<file path="config.mk">
export PLATFORM = sky130hd
export DESIGN_NAME = host_pmu_top
export DESIGN_NICKNAME = d
export VERILOG_FILES = /design/src/rtl/host_pmu_pkg.sv /design/src/rtl/pmu_reg_if.sv /design/src/rtl/event_sync_rx.sv /design/src/rtl/host_pmu_top.sv /design/src/rtl/pmu_cfg_port.sv /design/src/rtl/pmu_counter_bank.sv
export SDC_FILE = /design/constraint.sdc
export NUM_CORES = 1
export LEC_CHECK = 0
export BUFFER_PORTS_ARGS = -buffer_cell sky130_fd_sc_hd__buf_4
export CELL_PAD_IN_SITES_DETAIL_PLACEMENT = 0
export CELL_PAD_IN_SITES_GLOBAL_PLACEMENT = 2
export CORE_UTILIZATION = 44
export CTS_CLUSTER_DIAMETER = 200
export CTS_CLUSTER_SIZE = 25
export DETAILED_ROUTE_END_ITERATION = 10
export PLACE_DENSITY = 0.9
export SLEW_MARGIN = 5
export SYNTH_ARGS = -nofsm -noshare
export SYNTH_HDL_FRONTEND = slang
export SYNTH_SLANG_ARGS = --single-unit
</file>
<file path="constraint.sdc">
create_clock -name clk_i -period 4.9 [get_ports clk_i]
set_clock_uncertainty 0.2 [all_clocks]
set_input_delay 0.98 -clock clk_i [delete_from_list [all_inputs] [get_ports clk_i]]
set_output_delay 0.98 -clock clk_i [all_outputs]
set_load 0.01 [all_outputs]
</file>
<file path="src/rtl/host_pmu_pkg.sv">
// Shared widths, register map, event indices and types of the host PMU; import where needed
package host_pmu_pkg;

  // Counter bank geometry
  localparam int unsigned PmuNumCounter = 4;
  localparam int unsigned PmuCntWidth   = 32;
  localparam int unsigned CfgAddrWidth  = 8;
  localparam int unsigned NumEvents     = 5;
  localparam int unsigned EvtSelWidth   = 3;
  localparam int unsigned SyncStages    = 2;

  // Register map in byte offsets
  localparam int unsigned CounterStride = 16;
  localparam int unsigned RegCtrlOff    = 0;
  localparam int unsigned RegCountOff   = 4;
  localparam int unsigned RegThreshOff  = 8;
  localparam int unsigned IrqStatusAddr = 64;

  // Event source index that doubles as the event select code
  typedef enum logic [EvtSelWidth-1:0] {
    EvtLlcReadHit   = 3'd0,
    EvtLlcReadMiss  = 3'd1,
    EvtLlcWriteHit  = 3'd2,
    EvtLlcWriteMiss = 3'd3,
    EvtDmaPe        = 3'd4
  } pmu_event_e;

  typedef logic [CfgAddrWidth-1:0]          cfg_addr_t;
  typedef logic [PmuCntWidth-1:0]           cfg_data_t;
  typedef logic [PmuCntWidth-1:0]           pmu_cnt_t;
  typedef logic [$clog2(PmuNumCounter)-1:0] pmu_idx_t;
  typedef logic [NumEvents-1:0]             pmu_events_t;

  // Enable in bit 3 and event select in bits 2:0
  typedef struct packed {
    logic                   en;
    logic [EvtSelWidth-1:0] evt_sel;
  } pmu_ctrl_t;

  typedef enum logic [1:0] {
    RespOkay   = 2'd0,
    RespSlvErr = 2'd2
  } cfg_resp_e;

endpackage

</file>
<file path="src/rtl/pmu_reg_if.sv">
// Register access channel between the configuration front end and the counter bank
`timescale 1ns/1ns

interface pmu_reg_if import host_pmu_pkg::*; ();

  logic      wr_en;
  logic      rd_en;
  // Counter block target that sts_sel overrides
  pmu_idx_t  cnt_idx;
  cfg_addr_t reg_off;
  // Interrupt status register
  logic      sts_sel;
  cfg_data_t wdata;
  cfg_data_t rdata;

  modport cfg (
    output wr_en, rd_en, cnt_idx, reg_off, sts_sel, wdata,
    input  rdata
  );

  modport bank (
    input  wr_en, rd_en, cnt_idx, reg_off, sts_sel, wdata,
    output rdata
  );

endinterface

</file>
<file path="src/rtl/event_sync_rx.sv">
// Receiver side of a four-phase event crossing; instantiate once per cross-domain event
`timescale 1ns/1ns

module event_sync_rx import host_pmu_pkg::*; (
  input  logic clk_i,
  input  logic rst_n_i,
  input  logic valid_i,
  output logic ack_o,
  output logic pulse_o
);

  logic [SyncStages-1:0] sync_q;
  logic                  level;
  logic                  level_dly_q;

  // Synchronizer chain where bit 0 samples the foreign request
  always_ff @(posedge clk_i or negedge rst_n_i) begin
    if (!rst_n_i) begin
      sync_q <= '0;
    end else begin
      sync_q <= {sync_q[SyncStages-2:0], valid_i};
    end
  end

  assign level = sync_q[SyncStages-1];

  // Previous level for edge detection
  always_ff @(posedge clk_i or negedge rst_n_i) begin
    if (!rst_n_i) begin
      level_dly_q <= 1'b0;
    end else begin
      level_dly_q <= level;
    end
  end

  // Ack mirrors the synchronized request level
  assign ack_o   = level;
  assign pulse_o = level & ~level_dly_q;

endmodule

</file>
<file path="src/rtl/host_pmu_top.sv">
// Top level of the host performance monitor; plain ports for config, events and interrupt
`timescale 1ns/1ns

module host_pmu_top import host_pmu_pkg::*; (
  input  logic      clk_i,
  input  logic      rst_n_i,
  // Configuration request
  input  logic      cfg_req_valid_i,
  output logic      cfg_req_ready_o,
  input  logic      cfg_req_write_i,
  input  cfg_addr_t cfg_req_addr_i,
  input  cfg_data_t cfg_req_wdata_i,
  // Configuration response
  output logic      cfg_rsp_valid_o,
  input  logic      cfg_rsp_ready_i,
  output cfg_data_t cfg_rsp_rdata_o,
  output cfg_resp_e cfg_rsp_resp_o,
  // LLC event strobes
  input  logic      llc_read_hit_i,
  input  logic      llc_read_miss_i,
  input  logic      llc_write_hit_i,
  input  logic      llc_write_miss_i,
  // Cluster DMA event over a four-phase handshake
  input  logic      dma_pe_evt_valid_i,
  output logic      dma_pe_evt_ack_o,
  output logic      irq_o
);

  logic        dma_pe_evt;
  pmu_events_t events;

  pmu_reg_if i_reg_if ();

  // Pack strobes in event index order
  assign events[EvtLlcReadHit]   = llc_read_hit_i;
  assign events[EvtLlcReadMiss]  = llc_read_miss_i;
  assign events[EvtLlcWriteHit]  = llc_write_hit_i;
  assign events[EvtLlcWriteMiss] = llc_write_miss_i;
  assign events[EvtDmaPe]        = dma_pe_evt;

  event_sync_rx i_dma_pe_evt_rx (
    .clk_i   ( clk_i              ),
    .rst_n_i ( rst_n_i            ),
    .valid_i ( dma_pe_evt_valid_i ),
    .ack_o   ( dma_pe_evt_ack_o   ),
    .pulse_o ( dma_pe_evt         )
  );

  pmu_cfg_port i_cfg_port (
    .clk_i       ( clk_i           ),
    .rst_n_i     ( rst_n_i         ),
    .req_valid_i ( cfg_req_valid_i ),
    .req_ready_o ( cfg_req_ready_o ),
    .req_write_i ( cfg_req_write_i ),
    .req_addr_i  ( cfg_req_addr_i  ),
    .req_wdata_i ( cfg_req_wdata_i ),
    .rsp_valid_o ( cfg_rsp_valid_o ),
    .rsp_ready_i ( cfg_rsp_ready_i ),
    .rsp_rdata_o ( cfg_rsp_rdata_o ),
    .rsp_resp_o  ( cfg_rsp_resp_o  ),
    .reg_o       ( i_reg_if.cfg    )
  );

  pmu_counter_bank i_counter_bank (
    .clk_i    ( clk_i         ),
    .rst_n_i  ( rst_n_i       ),
    .events_i ( events        ),
    .reg_i    ( i_reg_if.bank ),
    .irq_o    ( irq_o         )
  );

endmodule

</file>
<file path="src/rtl/pmu_cfg_port.sv">
// Valid/ready configuration front end of the PMU; decodes requests and holds one response
`timescale 1ns/1ns

module pmu_cfg_port import host_pmu_pkg::*; (
  input  logic      clk_i,
  input  logic      rst_n_i,
  // Request channel
  input  logic      req_valid_i,
  output logic      req_ready_o,
  input  logic      req_write_i,
  input  cfg_addr_t req_addr_i,
  input  cfg_data_t req_wdata_i,
  // Response channel
  output logic      rsp_valid_o,
  input  logic      rsp_ready_i,
  output cfg_data_t rsp_rdata_o,
  output cfg_resp_e rsp_resp_o,
  // Towards the counter bank
  pmu_reg_if.cfg    reg_o
);

  logic      aligned;
  logic      cnt_hit;
  logic      sts_hit;
  logic      acc_ok;
  logic      xfer;
  cfg_addr_t blk_off;
  cfg_addr_t blk_idx;

  logic      rsp_valid_q;
  cfg_data_t rsp_rdata_q;
  cfg_resp_e rsp_resp_q;

  // Address decode
  assign aligned = (req_addr_i[1:0] == 2'b00);
  assign blk_off = cfg_addr_t'(req_addr_i % CounterStride);
  assign blk_idx = cfg_addr_t'(req_addr_i / CounterStride);

  // Offset 12 of a counter block stays unmapped
  assign cnt_hit = aligned && (req_addr_i < IrqStatusAddr) &&
                   ((blk_off == RegCtrlOff) || (blk_off == RegCountOff) ||
                    (blk_off == RegThreshOff));
  assign sts_hit = (req_addr_i == IrqStatusAddr);
  assign acc_ok  = cnt_hit || sts_hit;

  // Only one access outstanding
  assign req_ready_o = ~rsp_valid_q;
  assign xfer        = req_valid_i & req_ready_o;

  // Strobes only for mapped, aligned accesses
  assign reg_o.wr_en   = xfer & req_write_i & acc_ok;
  assign reg_o.rd_en   = xfer & ~req_write_i & acc_ok;
  assign reg_o.cnt_idx = blk_idx[$bits(pmu_idx_t)-1:0];
  assign reg_o.reg_off = blk_off;
  assign reg_o.sts_sel = sts_hit;
  assign reg_o.wdata   = req_wdata_i;

  // Response held until accepted
  always_ff @(posedge clk_i or negedge rst_n_i) begin
    if (!rst_n_i) begin
      rsp_valid_q <= 1'b0;
      rsp_rdata_q <= '0;
      rsp_resp_q  <= RespOkay;
    end else if (xfer) begin
      rsp_valid_q <= 1'b1;
      // Writes and errors answer with zero data
      rsp_rdata_q <= reg_o.rd_en ? reg_o.rdata : '0;
      rsp_resp_q  <= acc_ok ? RespOkay : RespSlvErr;
    end else if (rsp_ready_i) begin
      rsp_valid_q <= 1'b0;
    end
  end

  assign rsp_valid_o = rsp_valid_q;
  assign rsp_rdata_o = rsp_rdata_q;
  assign rsp_resp_o  = rsp_resp_q;

endmodule

</file>
<file path="src/rtl/pmu_counter_bank.sv">
// Programmable event counters with thresholds and a shared interrupt; driven by pmu_cfg_port
`timescale 1ns/1ns

module pmu_counter_bank import host_pmu_pkg::*; (
  input  logic        clk_i,
  input  logic        rst_n_i,
  input  pmu_events_t events_i,
  pmu_reg_if.bank     reg_i,
  output logic        irq_o
);

  pmu_ctrl_t                ctrl_q   [PmuNumCounter];
  pmu_cnt_t                 cnt_q    [PmuNumCounter];
  pmu_cnt_t                 thresh_q [PmuNumCounter];
  logic [PmuNumCounter-1:0] status_q;
  logic [PmuNumCounter-1:0] status_d;
  logic                     irq_q;

  logic [2**EvtSelWidth-1:0] evt_all;
  logic [PmuNumCounter-1:0]  inc_en;
  logic [PmuNumCounter-1:0]  thr_hit;
  logic [PmuNumCounter-1:0]  wr_ctrl;
  logic [PmuNumCounter-1:0]  wr_cnt;
  logic [PmuNumCounter-1:0]  wr_thr;
  logic [PmuNumCounter-1:0]  sts_clr;
  pmu_cnt_t                  cnt_inc  [PmuNumCounter];

  // Select codes 5 to 7 see constant zero
  assign evt_all = {{(2**EvtSelWidth-NumEvents){1'b0}}, events_i};

  always_comb begin
    for (int i = 0; i < PmuNumCounter; i++) begin
      wr_ctrl[i] = reg_i.wr_en && !reg_i.sts_sel && (reg_i.cnt_idx == pmu_idx_t'(i)) &&
                   (reg_i.reg_off == RegCtrlOff);
      wr_cnt[i]  = reg_i.wr_en && !reg_i.sts_sel && (reg_i.cnt_idx == pmu_idx_t'(i)) &&
                   (reg_i.reg_off == RegCountOff);
      wr_thr[i]  = reg_i.wr_en && !reg_i.sts_sel && (reg_i.cnt_idx == pmu_idx_t'(i)) &&
                   (reg_i.reg_off == RegThreshOff);
      inc_en[i]  = ctrl_q[i].en & evt_all[ctrl_q[i].evt_sel];
      cnt_inc[i] = cnt_q[i] + 1'b1;
      // Threshold match only on a real increment
      thr_hit[i] = inc_en[i] && !wr_cnt[i] && (thresh_q[i] != '0) &&
                   (cnt_inc[i] == thresh_q[i]);
    end
  end

  // Write one to clear but a new hit in the same cycle wins
  assign sts_clr  = (reg_i.wr_en && reg_i.sts_sel) ? reg_i.wdata[PmuNumCounter-1:0] : '0;
  assign status_d = (status_q & ~sts_clr) | thr_hit;

  always_ff @(posedge clk_i or negedge rst_n_i) begin
    if (!rst_n_i) begin
      for (int i = 0; i < PmuNumCounter; i++) begin
        ctrl_q[i]   <= '0;
        cnt_q[i]    <= '0;
        thresh_q[i] <= '0;
      end
      status_q <= '0;
      irq_q    <= 1'b0;
    end else begin
      for (int i = 0; i < PmuNumCounter; i++) begin
        if (wr_ctrl[i]) begin
          ctrl_q[i] <= pmu_ctrl_t'(reg_i.wdata[$bits(pmu_ctrl_t)-1:0]);
        end
        if (wr_thr[i]) begin
          thresh_q[i] <= reg_i.wdata;
        end
        // Software write beats the increment
        if (wr_cnt[i]) begin
          cnt_q[i] <= reg_i.wdata;
        end else if (inc_en[i]) begin
          cnt_q[i] <= cnt_inc[i];
        end
      end
      status_q <= status_d;
      irq_q    <= |status_d;
    end
  end

  assign irq_o = irq_q;

  // Read mux
  always_comb begin
    reg_i.rdata = '0;
    if (reg_i.rd_en) begin
      if (reg_i.sts_sel) begin
        reg_i.rdata = cfg_data_t'(status_q);
      end else begin
        case (reg_i.reg_off)
          RegCtrlOff:   reg_i.rdata = cfg_data_t'(ctrl_q[reg_i.cnt_idx]);
          RegCountOff:  reg_i.rdata = cnt_q[reg_i.cnt_idx];
          RegThreshOff: reg_i.rdata = thresh_q[reg_i.cnt_idx];
          default:      reg_i.rdata = '0;
        endcase
      end
    end
  end

endmodule

</file>
==> impl_metrics.ini, run 1 <==
[sta]
worst_slew_pin_slew_ns = 1.12
setup_violations = 0
whs_ns = 0.161
setup_tns_ns = 0
hold_viol_final = 0
min_period_over_period = 0.797
fin_crit_ns = 3.90
max_freq_ghz = 0.256
maxSlewViolCount = 0
grt_setup_unrepaired = false
slew_headroom = 0.248
worst_slack_ns = 0.997

[critical_path]
start_kind = flip-flop
reg2reg_depth = 10
ff2ff_setup_slack_ns = 1.0
worstPathArrival_ns = 4.19
cpMostUsedCell = or4_1
cp.required_ns = 5.19
r2r-start = i_counter_bank.cnt_q[0]
endpoint_kind = flip-flop
worstSetupPathType = reg2reg
slowest_delay_ns = 0.57
crit_chain = ha_1 > nand2_1 > o21ai_0 > a21oi_1 > or4_1 > nor4_1 > or4b_1 > a2111o_1 > o31ai_4 > or4_1
crit_fanout = 6
cp_slowest_cell = dfrtp_1
reg2reg_to = i_counter_bank.irq_o

[logic_synthesis]
netlist_area_sq_um = 20300
postSynth.asyncResetShare = 1.00
yosysUniqueCellTypes = 79
yosysMostFrequentCell = dfrtp_1
synth_adder_area_share = 0.00247
synth_common_cells = dfrtp_1, nor2_1, nand2_1, xnor2_1, mux2_2
synth_top_family_by_area = simple AND/OR/NAND/NOR gates
yosys-mux-area-fraction = 0.167
synth_area_leaders = dfrtp_1, xnor2_1, mux4_2, mux2_2, xor2_1
synth_xor_area_frac = 0.133
synth_edf_count = 0
synth_seq_area_share = 0.387
synth-simple-area-share = 0.191
synth_nets = 2140
synth.avg_cell_area_sq_um = 9.73
synthFlopType = dfrtp_1
ys_warn_count = 0
synth_top_area_share = 0.387
synthCells = 2086
synth_compound_area_frac = 0.0861
synth-seq-cells = 314
synth_top_area_cell = dfrtp_1

[power_and_ir_drop]
ir_drop_mv = 0.195
p_leak_nw = 8.97
total_power_mw = 4.75
cellPowerDensity_nw_per_um2 = 218

[detailed_routing]
highest_layer = met4
drtIter0Drc = 1628
via_count = 16500
vias_per_cell = 6.20
ant_nets = 0
wirelength_um = 67300
met3_length_um = 5870
wl_per_cell_um = 25.3
m1WireLength_um = 30700
drc = 0
wl_met2_um = 29000
first_pass_iters = 8

[cts]
root_buffer = clkbuf_16
clock_path_buffers = 3
post_cts_buffers = 0
clock_sinks = 314
cts_buffers = 16
cts_tree = yes
worstSkewPairLatency_ns = 0.55
cts.clk_slew.worst_paths_ns = 0.10
ctsResizeCount = 0
cts.htree.levels = 1
postCtsHoldBufs = 0

[global_routing]
grt.total_usage = 0.287
antenna_found_initial = 1
grt_pass1_vias = 15600
grt_max_degree = 91
grt_pass1_wl_um = 101000
grt_overflow = 0

[placement]
port_buffers = 86
pre_cts_slack_ns = 0.963
gp_congestion = 0.981
hpwl_um = 51600

[flow_run]
cap_violations = 0

[final_layout]
nets = 2116
areaGrowthSynthToFinish_pct = 7.26
layout-drive-gt1-share = 0.178

[worst_hold_path]
hold_path_class = reg2reg
min_path_cells = 0
hp-start = i_dma_pe_evt_rx.sync_q[0]
hold_end = i_dma_pe_evt_rx.sync_q[1]

[floorplanning]
core_sq_um = 45500
start_util = 0.446
die_height_um = 217
dieArea_sq_um = 47000
fp.dieW_um = 217
rows = 78
io-pin-count = 88

[run_status]
outcome = completed
==> state kept, by name, indices dropped and copies added (netlist names) <==
signal and count:
i_cfg_port.rsp_valid_o 1, i_counter_bank.status_q 4, i_dma_pe_evt_rx.level_dly_q 1, i_cfg_port.rsp_rdata_o 32, i_counter_bank.cnt_q 128, i_counter_bank.ctrl_q 16, i_counter_bank.irq_o 1, i_dma_pe_evt_rx.sync_q 2
i_counter_bank.thresh_q 128, i_cfg_port.rsp_resp_o 1
==> worst max-delay path by stage <==
stage	cells past startpoint	slack [ns]	to	from
2_1_floorplan	6	1.41	i_cfg_port.rsp_rdata_o[23]	cfg_req_addr_i[4]
6_report	10	1.0	i_counter_bank.irq_o	i_counter_bank.cnt_q[0]
4_1_cts	10	1.06	i_counter_bank.irq_o	i_counter_bank.cnt_q[0]
3_3_place_gp	10	1.05	i_counter_bank.irq_o	cfg_req_addr_i[3]
5_1_grt	10	0.90	i_counter_bank.irq_o	i_counter_bank.cnt_q[96]
3_5_place_dp	8	0.96	i_counter_bank.irq_o	cfg_req_addr_i[2]
==> final cells by class <==
type	count	area, sq um
Clock inverter	1	16.3
Multi-Input combinational cell	1610	11800
Sequential cell	314	7860
Timing Repair Buffer	109	851
Inverter	11	41.3
Antenna cell	1	2.50
Tap cell	600	751
Clock buffer	17	425
Fill cell	4351	23700
==> where the power goes <==
group          switching (mW)  total (mW)  internal [mW]
Sequential              0.108        2.74           2.63
Combinational           0.274       0.461          0.186
Clock                   0.920        1.55          0.633
==> worst max-delay path, delay by kind of cell (launching register included) <==
family / cells / cell delay (ns)
AO/OA/AOI/OAI: 4 / 1.05
adder cells (fa/ha/maj): 1 / 0.37
flip-flops: 1 / 0.57
AND/OR/NAND/NOR: 5 / 1.66
==> kinds of logic after synthesis <==
kind of cell	after synthesis
AND/OR/NAND/NOR	769
flip-flops	314
XOR/XNOR	308
AO/OA/AOI/OAI	298
multiplexers	230
buffers and inverters	162
adder cells (fa/ha/maj)	4
other	1
==> routing by layer <==
layer	vias up	track usage
li1	7409	-
met1	8339	0.438
met2	678	0.416
met3	83	0.0496
met4	0	0.0786
met5	-	0
==> stage by stage <==
stage | instance area [sq um] | utilization | cells
after floorplan | 20300 | - | 2086
after global placement | 21300 | 0.469 | 2644
after detailed placement | 21300 | 0.469 | 2644
after CTS | 21800 | 0.479 | 2662
after global routing | 21800 | 0.479 | 2662
final | 21800 | 0.479 | 2663
==> placed cells by master, fill, tap and decap left out, drive strengths merged, types with 11 or more instances in the layout <==
master and instances:
dfrtp 314, nor2 202, xnor2 198, nand2 198
mux2 146, a21oi 113, xor2 110, buf 109
o21ai 98, mux4 72, nand4 72, nand3 67
nor4 62, nor3 49, a22oi 35, and3 29
clkbuf 17, nor2b 17, mux2i 12, inv 11
No activity file was read; power rests on OpenSTA's default activity.
==> inputs of run 2 (changes only) <==
ABC_AREA = 1   (was unset)
CORE_UTILIZATION = 33   (was 44)
PLACE_DENSITY = 0.82   (was 0.9)
clock period = 3.1 ns   (was 4.9 ns; I/O delays follow)
==> impl_metrics.ini, run 2 <==
[placement]
port_buffers = 86
gp_congestion = 0.952
hpwl_um = 71800
placed_cell_area_sq_um = 22700

[critical_path]
worstPathArrival_ns = 3.20
crit_fanout = 5
endpoint_kind = flip-flop
worstSetupPathType = reg2reg
cp.required_ns = 3.41
start_kind = flip-flop

[logic_synthesis]
synth_common_cells = nand2_1, inv_1, dfrtp_1
synth_xor_area_frac = 0.0229
synth_seq_area_share = 0.378
synthCells = 2993
synth.avg_cell_area_sq_um = 6.94
synth_nets = 3047
synth_area_leaders = dfrtp_1, nand2_1, o221ai_1, inv_1, nand3_1
ys_warn_count = 0
synth_compound_area_frac = 0.178
yosysMostFrequentCell = nand2_1
synth-simple-area-share = 0.333
yosysUniqueCellTypes = 46
synth_top_area_share = 0.378
synthFlopType = dfrtp_1
synth-seq-cells = 314
synth_top_area_cell = dfrtp_1
synth_edf_count = 0
postSynth.asyncResetShare = 1.00
synth_adder_area_share = 0.00241
synth_top_family_by_area = simple AND/OR/NAND/NOR gates
netlist_area_sq_um = 20800
yosys-mux-area-fraction = 0

[global_routing]
grt_overflow = 0
antenna_found_initial = 3
grt_max_degree = 65
grt.total_usage = 0.291
grt_pass1_vias = 20600
grt_pass1_wl_um = 137000

[sta]
maxSlewViolCount = 0
grt_setup_unrepaired = false
min_period_over_period = 0.932
hold_viol_final = 0
fin_crit_ns = 2.89
slew_headroom = 0.499
setup_tns_ns = 0
max_freq_ghz = 0.346
setup_violations = 0
whs_ns = 0.0399
worst_slew_pin_slew_ns = 0.750

[detailed_routing]
via_count = 21700
wirelength_um = 93500
vias_per_cell = 5.55
wl_per_cell_um = 24.0
drtIter0Drc = 2390
drc = 0
ant_nets = 0
first_pass_iters = 6

[power_and_ir_drop]
p_leak_nw = 10.8
ir_drop_mv = 0.285
cellPowerDensity_nw_per_um2 = 341

[final_layout]
layout-drive-gt1-share = 0.0852
nets = 3119
final_common_cell = nand2_1
num_antenna_cells = 0
areaGrowthSynthToFinish_pct = 11.7
mostFrequentLayoutCells = nand2_1, inv_1, dfrtp_1
final_cell_area_sq_um = 23200

[worst_hold_path]
hold_path_class = in2reg

[cts]
cts.clk_slew.worst_paths_ns = 0.11
clock_sinks = 314
root_buffer = clkbuf_16
cts_buffers = 16
clock_path_buffers = 3
cts_tree = yes
cts.htree.levels = 1
worstSkewPairLatency_ns = 0.57
post_cts_buffers = 0

[flow_run]
cap_violations = 0

[floorplanning]
die_height_um = 253
dieArea_sq_um = 63900
io-pin-count = 88
core_sq_um = 61900
rows = 91
fp.dieW_um = 253
start_util = 0.335

[run_status]
outcome = completed
-- run 2: layer usage --
metal | wire, um | GRT usage
met5 | 0 | 0
met3 | 6560 | 0.0302
met2 | 41600 | 0.457
met1 | 42700 | 0.424
met4 | 2660 | 0.0790
-- run 2: logic make-up after synthesis --
family,after synthesis
other,1
flip-flops,314
AO/OA/AOI/OAI,520
AND/OR/NAND/NOR,1663
adder cells (fa/ha/maj),4
XOR/XNOR,35
buffers and inverters,456
-- run 2: cell type report --
type                    count  area (sq um)
fillers                  6707         38800
multi-input cells        2223         11200
flip-flops and latches    314          7860
repair buffers            158          1340
inverters                 352          1330
well taps                 837          1050
clock buffers              17           425
clock inverters             1          16.3
-- run 2: timing repair --
| action | CTS | global route |
|---|---|---|
| resized for setup | 0 | 6 |
| hold endpoints to repair | 47 | 0 |
| endpoints found under the setup margin | 0 | 2 |
| hold buffers | 2 | 0 |
-- run 2: report_power, final --
group | internal, mW | total (mW) | switching [mW]
combinational | 0.302 | 1.05 | 0.752
clock | 1.00 | 2.57 | 1.57
sequential | 4.17 | 4.29 | 0.116
total | 5.48 | 7.91 | 2.43
-- run 2: worst paths after layout --
kind                                            from                         to  slack, ns  depth (start not counted)
min in group asynchronous                    rst_n_i   i_counter_bank.cnt_q[71]       0.38                          2
max                         i_counter_bank.cnt_q[74]       i_counter_bank.irq_o       0.21                         14
max in group asynchronous                    rst_n_i   i_counter_bank.cnt_q[46]       1.49                          3
min reg2reg                i_dma_pe_evt_rx.sync_q[0]  i_dma_pe_evt_rx.sync_q[1]       0.16                          0
min                                  cfg_rsp_ready_i     i_cfg_port.rsp_valid_o       0.04                          2
max reg2reg                 i_counter_bank.cnt_q[74]       i_counter_bank.irq_o       0.21                         14
-- run 2: worst max-delay path: stages, from the launching register on --
cell,delay [ns]
dfrtp_1,0.49
nand2_1,0.14
nor2_1,0.34
nand2_1,0.12
nor2_2,0.35
nand3_1,0.18
nand3_1,0.16
nand2_1,0.07
nor2_1,0.10
nand2_1,0.08
nor2_1,0.19
nand3_1,0.20
nand2_1,0.12
nor2_1,0.05
nand2_1,0.06
-- run 2: stage by stage --
stage          worst slack (ns)  total power, mW  cells   util
2_1_floorplan             0.764             4.86   2993      -
3_3_place_gp              0.126             5.39   3882  0.367
3_5_place_dp              0.130             5.40   3882  0.367
4_1_cts                   0.122             7.97   3902  0.374
5_1_grt                  0.0242             8.18   3902  0.374
6_report                  0.211             7.91   3902  0.374
==> inputs of run 3 (changes only) <==
CAP_MARGIN = 10   (was unset)
CORE_UTILIZATION = 36   (was 33)
PLACE_DENSITY = 0.85   (was 0.82)
clock period = 2.7 ns   (was 3.1 ns; I/O delays follow)
==> impl_metrics.ini, run 3 (synthesis gave the netlist of run 2 again) <==
[floorplanning]
rows = 87
fp.dieW_um = 242
core_sq_um = 56700
die_height_um = 242
dieArea_sq_um = 58600
io-pin-count = 88
start_util = 0.366

[cts]
cts_tree = yes
worstSkewPairLatency_ns = 0.56
cts_buffers = 16
cts.clk_slew.worst_paths_ns = 0.12
root_buffer = clkbuf_16
clock_sinks = 314
cts.htree.levels = 1
clock_path_buffers = 3

[power_and_ir_drop]
total_power_mw = 9.15
p_leak_nw = 11.6
cellPowerDensity_nw_per_um2 = 375
ir_drop_mv = 0.305

[critical_path]
crit_cells = 18
ff2ff_setup_slack_ns = 0.09
cpMostUsedCell = nand2_1
cp_slowest_cell = dfrtp_1
start_kind = flip-flop
cp_top_family = simple AND/OR/NAND/NOR gates
crit_chain = ha_1 > nand2_2 > nor2_4 > nand2_2 > nor2_1 > buf_4 > nand2_1 > nand2_1 > nand2_1 > nand2_1 > nand2_1 > nor2_1 > nand2_1 > nor2_1 > nand3_4 > nand2_2 > nor2_1 > nand2_1
worstPathArrival_ns = 2.91
endpoint_kind = flip-flop
critPathLaunch = i_counter_bank.cnt_q[33]
worstSetupPathType = reg2reg
reg2reg_depth = 18
cp.required_ns = 3.00
r2r-start = i_counter_bank.cnt_q[33]
crit_buf_inv = 1
slowest_delay_ns = 0.38
crit_fanout = 5

[sta]
hold_viol_final = 0
slew_headroom = 0.526
maxSlewViolCount = 0
grt_setup_unrepaired = true
worst_slew_pin_slew_ns = 0.710
setup_violations = 0
max_freq_ghz = 0.383
fin_crit_ns = 2.61
worst_slack_ns = 0.0922
min_period_over_period = 0.966
setup_tns_ns = 0

[detailed_routing]
via_count = 22300
wl_per_cell_um = 23.4
vias_per_cell = 5.60
drtIter0Drc = 2150
ant_nets = 0
drc = 0
first_pass_iters = 6
wirelength_um = 92800

[global_routing]
met1_usage = 0.448
antenna_found_initial = 1
grt.total_usage = 0.312
use_met3 = 0.0299
grt_max_degree = 65
grt_overflow = 0
grt_pass1_wl_um = 137000
use_met2 = 0.489
top_usage_layer = met2
grt_pass1_vias = 21200

[final_layout]
mostFrequentLayoutCells = nand2_1, inv_1, dfrtp_1
nets = 3267
register_area_sq_um = 7860
final_common_cell = nand2_1
areaGrowthSynthToFinish_pct = 17.5
utilization = 0.430
final_cell_area_sq_um = 24400
multiInputGateArea_sq_um = 11300
fillers = 5907
layout-drive-gt1-share = 0.135

[placement]
placed_cell_area_sq_um = 23800
port_buffers = 86
hpwl_um = 72100
pre_cts_slack_ns = -0.0854
gp_congestion = 0.988

[worst_hold_path]
hold_path_class = in2reg
min_path_cells = 3
hp-start = cfg_req_wdata_i[2]

[run_status]
outcome = completed

[flow_run]
cap_violations = 0
[run 3: through the flow]
stage / std cells / hold WS (ns)
2_1_floorplan: 2993 / 0.0444
3_3_place_gp: 3947 / 0.133
3_5_place_dp: 3947 / 0.139
4_1_cts: 3968 / 0.0455
5_1_grt: 3969 / 0.0739
6_report: 3971 / 0.0663
[run 3: worst register-to-register path, cell delays in order (launching register included)]
cell and delay [ns]:
dfrtp_1 0.38, ha_1 0.20, nand2_2 0.09, nor2_4 0.15
nand2_2 0.13, nor2_1 0.11, buf_4 0.16, nand2_1 0.06
nand2_1 0.09, nand2_1 0.07, nand2_1 0.06, nand2_1 0.08
nor2_1 0.12, nand2_1 0.08, nor2_1 0.21, nand3_4 0.16
nand2_2 0.11, nor2_1 0.05, nand2_1 0.05
[run 3: cell type report]
type / instances / share of cell area
Inverter: 352 / 0.0544
Sequential cell: 314 / 0.322
Antenna cell: 2 / 0.000205
Tap cell: 756 / 0.0388
Clock buffer: 17 / 0.0174
Multi-Input combinational cell: 2223 / 0.463
Clock inverter: 1 / 0.000667
Timing Repair Buffer: 306 / 0.103
[run 3: final timing paths]
check                                            endpoint
worst max-delay path                 i_counter_bank.irq_o
worst min-delay path             i_counter_bank.cnt_q[34]
worst max register to register       i_counter_bank.irq_o
worst min register to register  i_dma_pe_evt_rx.sync_q[1]
max in group asynchronous        i_counter_bank.cnt_q[47]
min in group asynchronous       i_counter_bank.ctrl_q[11]
[run 3: per-layer routing]
layer | vias up | wire (um)
met1 | 10800 | 41900
met2 | 888 | 41000
met5 | - | 7
li1 | 10400 | -
met3 | 145 | 6120
met4 | 2 | 3750
[run 3: timing repair]
| item | in CTS | in global routing |
|---|---|---|
| hold buffers | 3 | 0 |
| resized for setup | 4 | 39 |
| pin swaps | 0 | 6 |
| endpoints found under the setup margin | 1 | 7 |
| setup buffers | 0 | 1 |
| hold endpoints to repair | 49 | 0 |
| cloned | 0 | 0 |
[run 3: where the power goes]
part	internal [mW]	switching [mW]	total [mW]
registers	4.79	0.111	4.90
logic	0.430	0.895	1.33
clock network	1.15	1.77	2.92
total	6.37	2.78	9.15
